--- src/logic/xv_pkg.sv ---
package xv_pkg;

    // register bus geometry
    localparam int NUM_REGS    = 16;                // word registers on the bus
    localparam int REG_W       = 16;                // bits per register
    localparam int REG_NUM_W   = 4;                 // register index width
    localparam int BYTE_W      = 8;                 // bus and SPI data width

    // reset stretcher, core stays in reset for 2**RESET_CNT_W cycles
    localparam int RESET_CNT_W = 8;

    // SPI bit counter, one byte per wrap
    localparam int BIT_CNT_W   = 3;

    // command byte layout: W M1 M0 BS R3 R2 R1 R0
    localparam int CMD_WRITE_BIT   = 7;             // 1 = write, 0 = read
    localparam int CMD_BYTESEL_BIT = 4;             // 0 = even (upper) byte, 1 = odd (lower)
    localparam int CMD_REG_MSB     = REG_NUM_W - 1; // register index sits in the low bits

    localparam logic [BYTE_W-1:0] CMD_SOFT_RESET_MASK = 8'h60;  // both mode bits set

    // first response byte while the command shifts in
    localparam logic [BYTE_W-1:0] RESP_IDLE = 8'hcb;

    typedef logic [REG_NUM_W-1:0] reg_num_t;        // register index
    typedef logic [BYTE_W-1:0]    byte_t;           // one data byte
    typedef logic [REG_W-1:0]     word_t;           // one register word

    // one register access, bridge -> register file
    typedef struct packed {
        logic     rd_nwr;                           // read high, write low
        logic     bytesel;                          // byte lane select
        reg_num_t reg_num;                          // target register
        byte_t    data;                             // write data
    } bus_req_t;

endpackage

--- src/logic/reg_file.sv ---
module reg_file import xv_pkg::*; (
    input  logic     pclk,
    input  logic     rst_i,                         // core reset, active high
    input  bus_req_t bus_req_i,                     // register, lane and data
    input  logic     wr_stb_i,                      // write the selected lane
    output byte_t    rd_byte_o,                     // selected lane, combinational
    output word_t    ctrl_o                         // register 0
);

    word_t regs [NUM_REGS];                         // stands in for the core register block
    word_t rd_word;                                 // addressed register

    always_ff @(posedge pclk) begin
        if (rst_i) begin
            for (int i = 0; i < NUM_REGS; i++) begin
                regs[i] <= '0;                      // everything reads zero after reset
            end
        end else if (wr_stb_i) begin
            if (bus_req_i.bytesel) begin
                regs[bus_req_i.reg_num][BYTE_W-1:0] <= bus_req_i.data;      // odd byte
            end else begin
                regs[bus_req_i.reg_num][REG_W-1:BYTE_W] <= bus_req_i.data;  // even byte
            end
        end
    end

    assign rd_word = regs[bus_req_i.reg_num];

    // lane 0 is the upper byte, big endian like the host side
    assign rd_byte_o = bus_req_i.bytesel ? rd_word[BYTE_W-1:0] : rd_word[REG_W-1:BYTE_W];

    assign ctrl_o = regs[0];

endmodule

--- src/logic/reset_stretch.sv ---
module reset_stretch import xv_pkg::*; (
    input  logic pclk,
    input  logic rst_n_i,                           // board button, active low
    input  logic pll_lock_i,                        // clock is stable when high
    input  logic soft_rst_i,                        // one-cycle pulse from the SPI bridge
    output logic core_rst_o                         // active high core reset
);

    logic [RESET_CNT_W-1:0] stretch_cnt;            // cycles since all sources went quiet
    logic                   any_rst;                // some reset source active now

    assign any_rst = !rst_n_i || !pll_lock_i || soft_rst_i;

    always_ff @(posedge pclk) begin
        if (any_rst) begin
            stretch_cnt <= '0;                      // restart the stretch
            core_rst_o  <= 1'b1;
        end else if (!(&stretch_cnt)) begin
            stretch_cnt <= stretch_cnt + 1'b1;      // keep counting toward release
            core_rst_o  <= 1'b1;
        end else begin
            core_rst_o  <= 1'b0;                    // counter full, let the core run
        end
    end

endmodule

--- src/logic/spi_bus_bridge.sv ---
module spi_bus_bridge import xv_pkg::*; (
    input  logic     pclk,
    input  logic     rst_i,                         // core reset, active high
    input  logic     select_i,                      // SPI CS active
    input  logic     rx_strobe_i,                   // byte arrived
    input  byte_t    rx_byte_i,
    input  byte_t    rd_byte_i,                     // register byte for the current request
    output byte_t    tx_byte_o,                     // next byte for the host
    output bus_req_t bus_req_o,                     // held until the next command
    output logic     wr_stb_o,                      // one-cycle write pulse
    output logic     soft_rst_o                     // one-cycle reset request
);

    logic  second_byte;                             // high after a command byte
    logic  is_soft_rst;                             // command byte has both mode bits
    logic  cmd_stb;                                 // command byte this cycle
    logic  data_stb;                                // data byte this cycle

    assign is_soft_rst = (rx_byte_i & CMD_SOFT_RESET_MASK) == CMD_SOFT_RESET_MASK;
    assign cmd_stb     = select_i && rx_strobe_i && !second_byte;
    assign data_stb    = select_i && rx_strobe_i && second_byte;

    // idle byte first, then whatever the command addresses
    assign tx_byte_o = second_byte ? rd_byte_i : RESP_IDLE;

    always_ff @(posedge pclk) begin
        if (rst_i || !select_i) begin
            second_byte <= 1'b0;                    // CS drop discards a half command
            wr_stb_o    <= 1'b0;
            soft_rst_o  <= 1'b0;
        end else begin
            wr_stb_o   <= 1'b0;
            soft_rst_o <= 1'b0;
            if (cmd_stb) begin
                second_byte <= 1'b1;
                soft_rst_o  <= is_soft_rst;         // reset takes the core down itself
            end
            if (data_stb) begin
                second_byte <= 1'b0;                // back to command phase
                wr_stb_o    <= !bus_req_o.rd_nwr;   // reads only shift out
            end
        end
    end

    // request fields are payload, updated on byte arrival only
    always_ff @(posedge pclk) begin
        if (cmd_stb) begin
            bus_req_o.rd_nwr  <= !rx_byte_i[CMD_WRITE_BIT];
            bus_req_o.bytesel <= rx_byte_i[CMD_BYTESEL_BIT];
            bus_req_o.reg_num <= rx_byte_i[CMD_REG_MSB:0];
        end
        if (data_stb) begin
            bus_req_o.data <= rx_byte_i;            // lands with wr_stb
        end
    end

endmodule

--- src/logic/spi_target.sv ---
module spi_target import xv_pkg::*; (
    input  logic  pclk,
    input  logic  rst_i,                            // core reset, active high
    input  logic  spi_sck_i,                        // mode 0 clock from host
    input  logic  spi_copi_i,                       // host data in
    input  logic  spi_cs_n_i,                       // chip select, active low
    output logic  spi_cipo_o,                       // data back to host
    output logic  select_o,                         // synchronized CS level
    output logic  rx_strobe_o,                      // byte received pulse
    output byte_t rx_byte_o,                        // received byte, valid at rx_strobe
    output logic  tx_strobe_o,                      // next tx byte is loaded now
    input  byte_t tx_byte_i                         // byte to send next
);

    logic [2:0]           sck_sync;                 // [1:0] synchronizer, [2] edge history
    logic [2:0]           cs_n_sync;                // same layout for CS
    logic [1:0]           copi_sync;                // data only needs the two stages
    logic                 sck_rise;
    logic                 sck_fall;
    logic                 sel_rise;                 // CS just became active
    logic                 sample_en;                // take COPI this cycle
    logic [BIT_CNT_W-1:0] bit_cnt;                  // bits of the current byte
    byte_t                rx_shift;
    byte_t                tx_shift;

    assign sck_rise = sck_sync[1] && !sck_sync[2];
    assign sck_fall = !sck_sync[1] && sck_sync[2];
    assign select_o = !cs_n_sync[1];
    assign sel_rise = !cs_n_sync[1] && cs_n_sync[2];

    // MSB of the shifter goes out, idle high while deselected
    assign spi_cipo_o = select_o ? tx_shift[BYTE_W-1] : 1'b1;

    always_ff @(posedge pclk) begin
        if (rst_i) begin
            sck_sync    <= '0;                      // SCK idles low in mode 0
            cs_n_sync   <= '1;                      // deselected
            copi_sync   <= '0;
            sample_en   <= 1'b0;
            bit_cnt     <= '0;
            rx_strobe_o <= 1'b0;
            tx_strobe_o <= 1'b0;
        end else begin
            sck_sync    <= {sck_sync[1:0], spi_sck_i};
            cs_n_sync   <= {cs_n_sync[1:0], spi_cs_n_i};
            copi_sync   <= {copi_sync[0], spi_copi_i};
            sample_en   <= sck_rise && select_o;    // sample one cycle after the edge
            rx_strobe_o <= 1'b0;
            // first byte on select, then one cycle behind each received byte
            tx_strobe_o <= select_o && (sel_rise || rx_strobe_o);
            if (!select_o) begin
                bit_cnt <= '0;                      // deselect aborts the byte
            end else if (sample_en) begin
                bit_cnt <= bit_cnt + 1'b1;          // wraps after the eighth bit
                if (&bit_cnt) begin
                    rx_strobe_o <= 1'b1;
                end
            end
        end
    end

    // shift registers, no reset needed
    always_ff @(posedge pclk) begin
        if (sample_en) begin
            rx_shift <= {rx_shift[BYTE_W-2:0], copi_sync[1]};   // MSB first
            if (&bit_cnt) begin
                rx_byte_o <= {rx_shift[BYTE_W-2:0], copi_sync[1]};
            end
        end
        if (!select_o) begin
            tx_shift <= '1;
        end else if (tx_strobe_o) begin
            tx_shift <= tx_byte_i;                  // MSB on the pin before the first rise
        end else if (sck_fall && bit_cnt != '0) begin
            // the fall after the last bit keeps the freshly loaded MSB
            tx_shift <= {tx_shift[BYTE_W-2:0], 1'b1};
        end
    end

endmodule

--- src/logic/xv_top.sv ---
module xv_top import xv_pkg::*; (
    input  logic  pclk,                             // pixel clock
    input  logic  rst_n_i,                          // board button, active low
    input  logic  pll_lock_i,                       // PLL locked
    input  logic  spi_sck_i,
    input  logic  spi_copi_i,
    input  logic  spi_cs_n_i,
    output logic  spi_cipo_o,
    output logic  ready_o,                          // core out of reset
    output word_t ctrl_o                            // control word from register 0
);

    logic     core_rst;                             // stretched core reset
    logic     soft_rst;                             // SPI soft reset pulse
    logic     select;
    logic     rx_strobe;
    byte_t    rx_byte;
    logic     tx_strobe;
    byte_t    tx_byte;
    bus_req_t bus_req;
    logic     wr_stb;
    byte_t    rd_byte;

    assign ready_o = !core_rst;

    reset_stretch i_reset_stretch (
        .pclk       (pclk),
        .rst_n_i    (rst_n_i),
        .pll_lock_i (pll_lock_i),
        .soft_rst_i (soft_rst),
        .core_rst_o (core_rst)
    );

    spi_target i_spi_target (
        .pclk        (pclk),
        .rst_i       (core_rst),
        .spi_sck_i   (spi_sck_i),
        .spi_copi_i  (spi_copi_i),
        .spi_cs_n_i  (spi_cs_n_i),
        .spi_cipo_o  (spi_cipo_o),
        .select_o    (select),
        .rx_strobe_o (rx_strobe),
        .rx_byte_o   (rx_byte),
        .tx_strobe_o (tx_strobe),
        .tx_byte_i   (tx_byte)
    );

    spi_bus_bridge i_spi_bus_bridge (
        .pclk        (pclk),
        .rst_i       (core_rst),
        .select_i    (select),
        .rx_strobe_i (rx_strobe),
        .rx_byte_i   (rx_byte),
        .rd_byte_i   (rd_byte),
        .tx_byte_o   (tx_byte),
        .bus_req_o   (bus_req),
        .wr_stb_o    (wr_stb),
        .soft_rst_o  (soft_rst)
    );

    reg_file i_reg_file (
        .pclk      (pclk),
        .rst_i     (core_rst),
        .bus_req_i (bus_req),
        .wr_stb_i  (wr_stb),
        .rd_byte_o (rd_byte),
        .ctrl_o    (ctrl_o)
    );

endmodule

--- config.mk ---
export PLATFORM = sky130hd
export DESIGN_NAME = xv_top
export DESIGN_NICKNAME = d
export VERILOG_FILES = /design/src/logic/xv_pkg.sv /design/src/logic/reg_file.sv /design/src/logic/reset_stretch.sv /design/src/logic/spi_bus_bridge.sv /design/src/logic/spi_target.sv /design/src/logic/xv_top.sv
export SDC_FILE = /design/constraint.sdc
export NUM_CORES = 1
export LEC_CHECK = 0
export BUFFER_PORTS_ARGS = -buffer_cell sky130_fd_sc_hd__buf_2
export CAP_MARGIN = 5
export CORE_ASPECT_RATIO = 0.7
export CORE_MARGIN = 3
export CORE_UTILIZATION = 30
export DETAILED_ROUTE_END_ITERATION = 6
export GPL_ROUTABILITY_DRIVEN = 0
export PLACE_DENSITY = 0.43
export REMOVE_ABC_BUFFERS = 1
export SYNTH_ARGS = -nofsm -noshare
export SYNTH_HDL_FRONTEND = slang
export SYNTH_SLANG_ARGS = --single-unit
--- constraint.sdc ---
create_clock -name pclk -period 3.3 [get_ports pclk]
set_clock_uncertainty 0.2 [all_clocks]
set_input_delay 0.165 -clock pclk [delete_from_list [all_inputs] [get_ports pclk]]
set_output_delay 0.165 -clock pclk [all_outputs]
set_load 0.01 [all_outputs]
==> impl_metrics.ini, run 1 <==
[timing]
final_max_slew_viol_count = 0
tns_ns = 0
worst_slew_pin_slew_ns = 0.938
hold_violations = 0
max_clock_freq_ghz = 0.359
maxSlewHeadroom = 0.375
setup_viol = 0
layout_min_cycle_time_ns = 2.79
rsz0062_at_grt = no
fin_hold_ws_ns = 0.176
fin_crit_sh = 0.845

[critical_path]
crit_fanout = 21
worst_setup_path_end_kind = register
ff2ff_path_depth = 6
worstSetupPathType = reg -> reg
path_depth = 6
critPathLaunchType = register
timing.rr.end = i_spi_target.tx_shift[7]$_SDFFE_PP1P_
cp.arrival_ns = 3.00
path_cells = nor2_1 > buf_4 > a32o_1 > a2111oi_0 > a211oi_1 > o41ai_1
r2r_setup_slack_ns = 0.51
crit_family = compound AO/OA/AOI/OAI gates
cp_slowest_cell = dfxtp_2
crit_required_ns = 3.51
cp_slowest_stage_delay_ns = 0.77
cp_num_buf_inv = 1
worstSetupEndpoint = i_spi_target.tx_shift[7]$_SDFFE_PP1P_

[power]
leakagePower_nw = 6.45
peakVddDrop_mv = 0.272
power.density_nw_per_um2 = 495
total_power_mw = 8.18

[detailed_routing]
wl_um = 37600
wl_per_cell_um = 22.1
avgViaCountPerCell = 4.84
vias = 8252
drt_pre_antenna_iters = 5
ant_nets = 0
drtIter0Drc = 737
drcViolationCount = 0

[clocking]
cts_setup_buffers = 0
clockRootBuffer = clkbuf_16
ctsLongestPathBuffers = 3
cts.sinks = 323
htree_levels = 2
hold_buffers = 5
numCtsBuffers = 34
cts-resized-gates = 0
insertion_delay_ns = 0.52
clk_pin_slew_worst_paths_ns = 0.06
cts_tree = built

[die]
die_area_um2 = 50700
die_y_um = 189
row_count = 66
die_w_um = 268
start_util = 0.307
ios = 24
core_area_um2 = 46900

[synthesis]
syn_avg_cell_area_um2 = 14.3
synth_flop_cell = edfxtp_1
synth-edff-count = 285
ys_ff_latch = 323
yosysSeqAreaShare = 0.647
ys_warn_count = 0
async_flop_share = 0
synthCells = 1008
syn_area_um2 = 14400
ys_types = 49

[cells_and_area]
nNetsFinal = 1076
drive_above_1_share = 0.147
area_growth_syn_to_layout_pct = 14.8

[global_routing]
grt_max_degree = 39
grt_pass1_vias = 8197
overflow = 0
grt_pass1_wl_um = 55900
grt_usage = 0.150
antenna_found_initial = 1

[placed_design]
post-dp-hpwl_um = 25300
io_buffers = 23

[job]
cap_violations = 0

[hold_path]
worstHoldPathType = in -> reg

[status]
status = finished clean
-- registers in the layout, indices dropped and copies added (netlist names), named ones only --
signal / flops
i_spi_bus_bridge.second_byte: 1
i_reg_file.regs: 256
i_spi_bus_bridge.bus_req_o: 14
i_reset_stretch.stretch_cnt: 8
i_reset_stretch.core_rst_o: 1
i_spi_target.tx_strobe_o: 1
i_spi_target.sample_en: 1
i_spi_target.rx_strobe_o: 1
i_spi_target.sck_sync: 3
i_spi_target.tx_shift: 8
i_spi_bus_bridge.wr_stb_o: 1
i_spi_target.cs_n_sync: 3
i_spi_target.rx_shift: 7
i_spi_target.copi_sync: 2
i_spi_bus_bridge.soft_rst_o: 1
i_spi_target.bit_cnt: 3
i_spi_target.rx_byte_o: 8
-- logic make-up (layout without fill, tap and decap cells) --
kind of cell,Yosys count,after routing,synth area share
fa+ha+maj,4,4,0.00348
compound gates,111,111,0.0517
flops,323,323,0.647
simple gates,378,378,0.154
mux,115,115,0.114
other cells,0,1,0
buf+inv,71,154,0.0256
xor+xnor,6,6,0.00365
-- report_power, final --
| group | internal [mW] | switching [mW] |
|---|---|---|
| logic | 0.00835 | 0.00446 |
| registers | 4.38 | 0.00123 |
| clock network | 2.21 | 1.58 |
| total | 6.59 | 1.59 |
-- layout by cell type (no fill, tap or decap), types with 5 or more instances in the layout --
cell and n:
edfxtp_1 285, and2_1 259, mux2i_1 71, buf_4 56
nor2_1 51, clkbuf_16 37, dfxtp_1 35, o21ai_0 34
buf_2 23, nor2b_1 19, mux4_1 19, a21oi_1 18
a22oi_1 16, a211oi_1 15, mux4_2 14, clkbuf_1 14
nand2_1 12, mux2_2 11, or2_2 7, inv_1 6
nand3_1 6, clkinv_1 6, and3_1 5, dlygate4sd3_1 5
-- how the worst min path moves through the flow --
stage,slack (ns),depth (start not counted),end,from
after detailed placement,0.16,2,i_spi_target.cs_n_sync[0]$_SDFF_PP1_,spi_cs_n_i
after global placement,0.16,2,i_spi_target.cs_n_sync[0]$_SDFF_PP1_,spi_cs_n_i
after floorplan,0.07,1,i_spi_target.cs_n_sync[0]$_SDFF_PP1_,spi_cs_n_i
after global routing,0.18,3,i_spi_target.cs_n_sync[0]$_SDFF_PP1_,spi_cs_n_i
final,0.18,3,i_spi_target.cs_n_sync[0]$_SDFF_PP1_,spi_cs_n_i
after CTS,0.15,3,i_spi_target.cs_n_sync[0]$_SDFF_PP1_,spi_cs_n_i
-- worst reg2reg max path: cells and delay by family, from the launching register on --
kind                   cells  cell delay (ns)
flip-flops                 1             0.77
AND/OR/NAND/NOR            1             0.14
AO/OA/AOI/OAI              4             1.34
buffers and inverters      1             0.22
-- cell usage after synthesis, types with 5 or more instances --
library cell	number	area, um2
mux4_1	19	499
nor2b_1	19	119
mux2i_1	71	711
dfxtp_1	38	761
clkbuf_1	38	143
nor2_1	51	191
mux4_2	14	315
and3_1	5	31.3
or2_2	7	43.8
nand3_1	6	30.0
o21ai_0	34	170
nand2_1	12	45.0
inv_1	6	22.5
and2_1	259	1620
buf_2	10	50.1
a22oi_1	16	120
mux2_2	11	124
buf_4	10	75.1
a211oi_1	15	113
edfxtp_1	285	8560
a21oi_1	18	90.1
-- cell type report --
cell class                      instances  area [um2]
Sequential cell                       323        9330
Multi-Input combinational cell        614        4710
Fill cell                            4548       30400
Clock buffer                           51         978
Timing Repair Buffer                   86         626
Tap cell                              612         766
Antenna cell                            1        2.50
Clock inverter                         10        93.8
Inverter                                7        26.3
-- through the flow --
stage / cells / area, um2 / setup WS [ns] / utilization
6_report: 1704 / 16500 / 0.511 / 0.352
5_1_grt: 1703 / 16500 / 0.363 / 0.352
4_1_cts: 1703 / 16500 / 0.441 / 0.352
3_5_place_dp: 1637 / 15400 / 0.491 / 0.328
3_3_place_gp: 1637 / 15400 / 0.550 / 0.328
2_1_floorplan: 944 / 14100 / -0.739 / -
-- routing by layer --
metal / track usage / routed length [um]
met5: 0 / 0
met1: 0.235 / 19200
met2: 0.214 / 15600
met4: 0.0239 / 461
met3: 0.0313 / 2260
Note: power is estimated with default switching activity, not from simulation.
==> run 2, diff against run 1 <==
- PLACE_DENSITY: 0.43 -> 0.45
- clock period: 3.3 -> 2.5 ns (I/O delays scaled with it)
==> impl_metrics.ini, run 2 (synthesis gave the netlist of run 1 again) <==
[status]
status = finished clean

[detailed_routing]
drtIter0Drc = 843
vias = 8384
ant_nets = 0
drt_pre_antenna_iters = 5
wl_um = 38900
drcViolationCount = 0
avgViaCountPerCell = 4.83
wl_per_cell_um = 22.4

[cells_and_area]
multiInputGateArea_um2 = 4730
final_area_um2 = 16800
instances_no_fill = 1737
largest_reg_flops = 256
area_growth_syn_to_layout_pct = 16.7
fillCellCount = 4500
fin_util = 0.358
ff_latch_area_um2 = 9330
nNetsFinal = 1111
regMostFlops = i_reg_file.regs
mostFrequentLayoutCell = edfxtp_1
drive_above_1_share = 0.178
diodes = 0
reg.largest.list = i_reg_file.regs x256, i_spi_bus_bridge.bus_req_o x14
most-common-layout-cells = edfxtp_1 (285), and2_1 (259), buf_4 (86)

[critical_path]
worstSetupPathType = reg -> reg
cp.arrival_ns = 2.60
cp_num_buf_inv = 1
critPathLaunchType = register
crit_fanout = 19
cp_slowest_cell = mux4_1
cp_slowest_stage_delay_ns = 0.59
crit_family = multiplexers
worst_setup_path_end_kind = register
path_cells = buf_12 > mux4_1 > mux2_2 > a221o_1 > a211o_1
crit_required_ns = 2.71

[die]
start_util = 0.307
die_y_um = 189
row_count = 66
ios = 24
die_w_um = 268
core_area_um2 = 46900
die_area_um2 = 50700

[timing]
final_max_slew_viol_count = 0
setup_viol = 0
tns_ns = 0
max_clock_freq_ghz = 0.418
fin_crit_sh = 0.957
maxSlewHeadroom = 0.529
hold_violations = 0
rsz0062_at_grt = no
worst_slew_pin_slew_ns = 0.706
layout_min_cycle_time_ns = 2.39

[placed_design]
dpl_cell_area_um2 = 15700
post-dp-hpwl_um = 25400
io_buffers = 23
place_inst = 1671

[global_routing]
overflow = 0
grt_usage = 0.155
grt_pass1_vias = 8332
grt_max_degree = 34
antenna_found_initial = 4
grt_pass1_wl_um = 57400

[power]
p_sw_mw = 2.14
p_seq_frac = 0.546
peakVddDrop_mv = 0.350
leakagePower_nw = 6.63
p_comb_frac = 0.002
p_sw_frac = 0.202
power.density_nw_per_um2 = 630
clkPwrFrac = 0.453
p_int_mw = 8.45
total_power_mw = 10.6

[hold_path]
hp-start = spi_cs_n_i
worstHoldPathType = in -> reg

[clocking]
insertion_delay_ns = 0.53
clockRootBuffer = clkbuf_16
clk_pin_slew_worst_paths_ns = 0.06
numCtsBuffers = 34
cts.sinks = 323
cts_tree = built
ctsLongestPathBuffers = 3
htree_levels = 2

[job]
cap_violations = 0
## run 2: cell count changes in the layout (fill, tap and decap cells not counted), moves of 2 or more
| cell | previous run | this run |
|---|---|---|
| buf_4 | 56 | 86 |
| clkbuf_1 | 14 | 3 |
| clkinv_1 | 6 | 13 |
| buf_12 | 2 | 6 |
| clkinv_2 | 3 | 6 |
| a2111oi_0 | 2 | 0 |
| a2111oi_1 | 0 | 2 |
| a211oi_1 | 15 | 13 |
| a211oi_2 | 0 | 2 |
| clkbuf_16 | 37 | 35 |
| inv_6 | 0 | 2 |
## run 2: final cells by class
class	count	area share
sequential	323	0.555
inverter	7	0.00156
clock inverter	22	0.00774
multi-input combinational	614	0.281
tap	612	0.0456
clock buffer	38	0.0528
timing repair buffer	121	0.0563
## run 2: path summary, 6_finish.rpt
path | endpoint | depth (start not counted) | slack, ns
min | i_spi_target.cs_n_sync[0]$_SDFF_PP1_ | 3 | 0.13
max reg2reg | i_spi_target.tx_shift[2]$_SDFFE_PP1P_ | 5 | 0.11
min reg2reg | i_spi_bus_bridge.wr_stb_o$_SDFF_PP0_ | 1 | 0.21
max | i_spi_target.tx_shift[2]$_SDFFE_PP1P_ | 5 | 0.11
## run 2: power by group through the flow
stage | logic [mW] | clock network (mW) | registers (mW)
after global placement | 0.0109 | 0 | 5.90
after detailed placement | 0.0114 | 0 | 5.90
after CTS | 0.0176 | 4.91 | 5.78
after global routing | 0.0190 | 5.12 | 5.78
final | 0.0170 | 4.80 | 5.78
after floorplan | 0.00579 | 0 | 5.90
## run 2: routing by layer
layer / track usage / wire length, um / vias up
met5: 0 / 0 / -
met4: 0.0285 / 537 / 0
met3: 0.0248 / 1800 / 45
met2: 0.211 / 15700 / 182
met1: 0.254 / 20900 / 4248
li1: - / - / 3909
## run 2: repair_timing
item | CTS | global route
buffers inserted | 0 | 1
hold buffers | 5 | 0
endpoints found under the hold margin | 12 | 0
setup endpoints to repair | 0 | 3
resized for setup | 0 | 4
## run 2: worst min-delay path, stage by stage
cell and delay, ns:
dlygate4sd3_1 0.52, buf_2 0.09, or2_2 0.08
## run 2: per-stage QoR
step | worst slack [ns] | hold WS, ns
after global placement | 0.0251 | 0.113
after detailed placement | 0.00640 | 0.116
after CTS | 0.0131 | 0.107
final | 0.108 | 0.127
after floorplan | -1.54 | 0.0288
after global routing | 0.00878 | 0.133
==> run 3, diff against run 2 <==
--- a/config.mk
+++ b/config.mk
@@ -10,8 +10,8 @@
 export CORE_ASPECT_RATIO = 0.7
 export CORE_MARGIN = 3
-export CORE_UTILIZATION = 30
+export CORE_UTILIZATION = 57
 export DETAILED_ROUTE_END_ITERATION = 6
 export GPL_ROUTABILITY_DRIVEN = 0
-export PLACE_DENSITY = 0.45
+export PLACE_DENSITY = 0.75
 export REMOVE_ABC_BUFFERS = 1
 export SYNTH_ARGS = -nofsm -noshare
==> constraint.sdc (replaced) <==
create_clock -name pclk -period 2.5 [get_ports pclk]
set_clock_uncertainty 0.2 [all_clocks]
set_input_delay 0.5 -clock pclk [delete_from_list [all_inputs] [get_ports pclk]]
set_output_delay 0.5 -clock pclk [all_outputs]
set_load 0.01 [all_outputs]
==> impl_metrics.ini, run 3 (synthesis gave the netlist of run 1 again) <==
[critical_path]
path_depth = 5
worstSetupEndpoint = i_spi_target.tx_shift[1]$_SDFFE_PP1P_
crit_required_ns = 2.72
cp.arrival_ns = 2.70
cp_slowest_cell = dfxtp_2
r2r_setup_slack_ns = 0.02
worst_setup_path_end_kind = register
ff2ff_path_depth = 5
crit_family = multiplexers
cp_num_buf_inv = 1
crit_fanout = 18
path_cells = buf_4 > mux4_1 > mux2_2 > a221oi_1 > o41ai_1
cp_slowest_stage_delay_ns = 0.46
critPathLaunchType = register
worstSetupPathType = reg -> reg
timing.rr.end = i_spi_target.tx_shift[1]$_SDFFE_PP1P_

[timing]
fin_ws_ns = 0.0217
final_max_slew_viol_count = 0
setup_viol = 0
worst_slew_pin_slew_ns = 0.689
rsz0062_at_grt = no
layout_min_cycle_time_ns = 2.48
maxSlewHeadroom = 0.541
tns_ns = 0
hold_violations = 0
max_clock_freq_ghz = 0.403
fin_crit_sh = 0.991

[power]
p_seq_frac = 0.565
clkPwrFrac = 0.433
leakagePower_nw = 6.43
p_sw_mw = 1.90
p_comb_frac = 0.001
power.density_nw_per_um2 = 635
p_int_mw = 8.33
total_power_mw = 10.2
p_sw_frac = 0.186
peakVddDrop_mv = 0.546

[die]
die_y_um = 139
row_count = 47
ios = 24
core_area_um2 = 24200
die_area_um2 = 27200
start_util = 0.594
die_w_um = 196

[clocking]
cts_setup_buffers = 0
clk_pin_slew_worst_paths_ns = 0.07
ctsLongestPathBuffers = 3
cts_tree = built
cts.sinks = 323
numCtsBuffers = 29
htree_levels = 1
insertion_delay_ns = 0.55
clockRootBuffer = clkbuf_16

[placed_design]
dpl_cell_area_um2 = 15100
io_buffers = 23
post-dp-hpwl_um = 21300
post-place-ws_ns = 0.116

[cells_and_area]
final_area_um2 = 16100
regMostFlops = i_reg_file.regs
drive_above_1_share = 0.157
reg.largest.list = i_reg_file.regs x256, i_spi_bus_bridge.bus_req_o x14
mostFrequentLayoutCell = edfxtp_1
fillCellCount = 1693
largest_reg_flops = 256
nNetsFinal = 1079
area_growth_syn_to_layout_pct = 11.9
most-common-layout-cells = edfxtp_1 (285), and2_1 (259), mux2i_1 (71)
diodes = 0

[status]
status = finished clean

[detailed_routing]
ant_nets = 0
drcViolationCount = 0
wl_um = 32100
vias = 8456
drt_pre_antenna_iters = 6
avgViaCountPerCell = 6.00
drtIter0Drc = 937
wl_per_cell_um = 22.8

[global_routing]
grt_pass1_vias = 8330
grt_usage = 0.237
overflow = 0
grt_max_degree = 39
antenna_found_initial = 2
grt_pass1_wl_um = 49500

[hold_path]
min_path_cells = 5
worstHoldPathType = in -> reg

[job]
cap_violations = 0
[run 3: cell types whose count changed in the layout (fill, tap and decap cells not counted), moves of 3 or more]
cell | before | now
clkbuf_16 | 35 | 29
clkbuf_1 | 3 | 10
clkbuf_8 | 0 | 3
buf_4 | 86 | 64
clkinv_1 | 13 | 2
[run 3: worst min-delay path: cells and delay by family]
family / cells / cell delay (ns)
AO/OA/AOI/OAI: 2 / 0.11
buffers and inverters: 1 / 0.09
AND/OR/NAND/NOR: 2 / 0.17
[run 3: area by class of cell]
type,instances,area (um2),share of cell area
flip-flops and latches,323,9330,0.579
repair buffers,94,706,0.0438
clock inverters,11,134,0.00831
well taps,318,398,0.0247
multi-input cells,614,4720,0.293
inverters,7,26.3,0.00163
clock buffers,42,805,0.0499
[run 3: worst min path at each step]
stage               slack [ns]                                          end                                 from
floorplan                 0.19            i_spi_target.sample_en$_SDFF_PP0_  i_spi_target.sck_sync[2]$_SDFF_PP0_
global placement          0.19            i_spi_target.sample_en$_SDFF_PP0_  i_spi_target.sck_sync[2]$_SDFF_PP0_
detailed placement        0.20            i_spi_target.sample_en$_SDFF_PP0_  i_spi_target.sck_sync[2]$_SDFF_PP0_
CTS                       0.19  i_reset_stretch.stretch_cnt[2]$_SDFFE_PP0N_                           pll_lock_i
global route              0.23          i_spi_target.rx_byte_o[7]$_DFFE_PP_   i_spi_target.rx_shift[6]$_DFFE_PP_
finish                    0.19  i_reset_stretch.stretch_cnt[2]$_SDFFE_PP0N_                           pll_lock_i
[run 3: metrics by stage]
stage / utilization / hold WS (ns) / std cells
floorplan: - / 0.186 / 944
global placement: 0.625 / 0.193 / 1353
detailed placement: 0.625 / 0.204 / 1353
CTS: 0.665 / 0.189 / 1409
global route: 0.665 / 0.230 / 1409
finish: 0.665 / 0.195 / 1409
[run 3: timing repair]
action                     4_1_cts  5_1_grt
setup endpoints to repair        0       23
hold buffers                     3        0
hold endpoints to repair         3        0
gates resized for setup          0        1
[run 3: per-layer routing]
metal | vias up | GRT usage | wire length, um
met4 | 4 | 0.0547 | 901
met2 | 355 | 0.361 | 14400
met5 | - | 0 | 25
met1 | 4194 | 0.353 | 13900
li1 | 3834 | - | -
met3 | 69 | 0.0556 | 2820
[run 3: power by group through the flow]
stage	logic, mW	clock network, mW	registers (mW)
6_report	0.0147	4.43	5.78
4_1_cts	0.0153	4.50	5.78
3_5_place_dp	0.0116	0	5.90
2_1_floorplan	0.00579	0	5.90
5_1_grt	0.0166	4.73	5.78
3_3_place_gp	0.0108	0	5.90
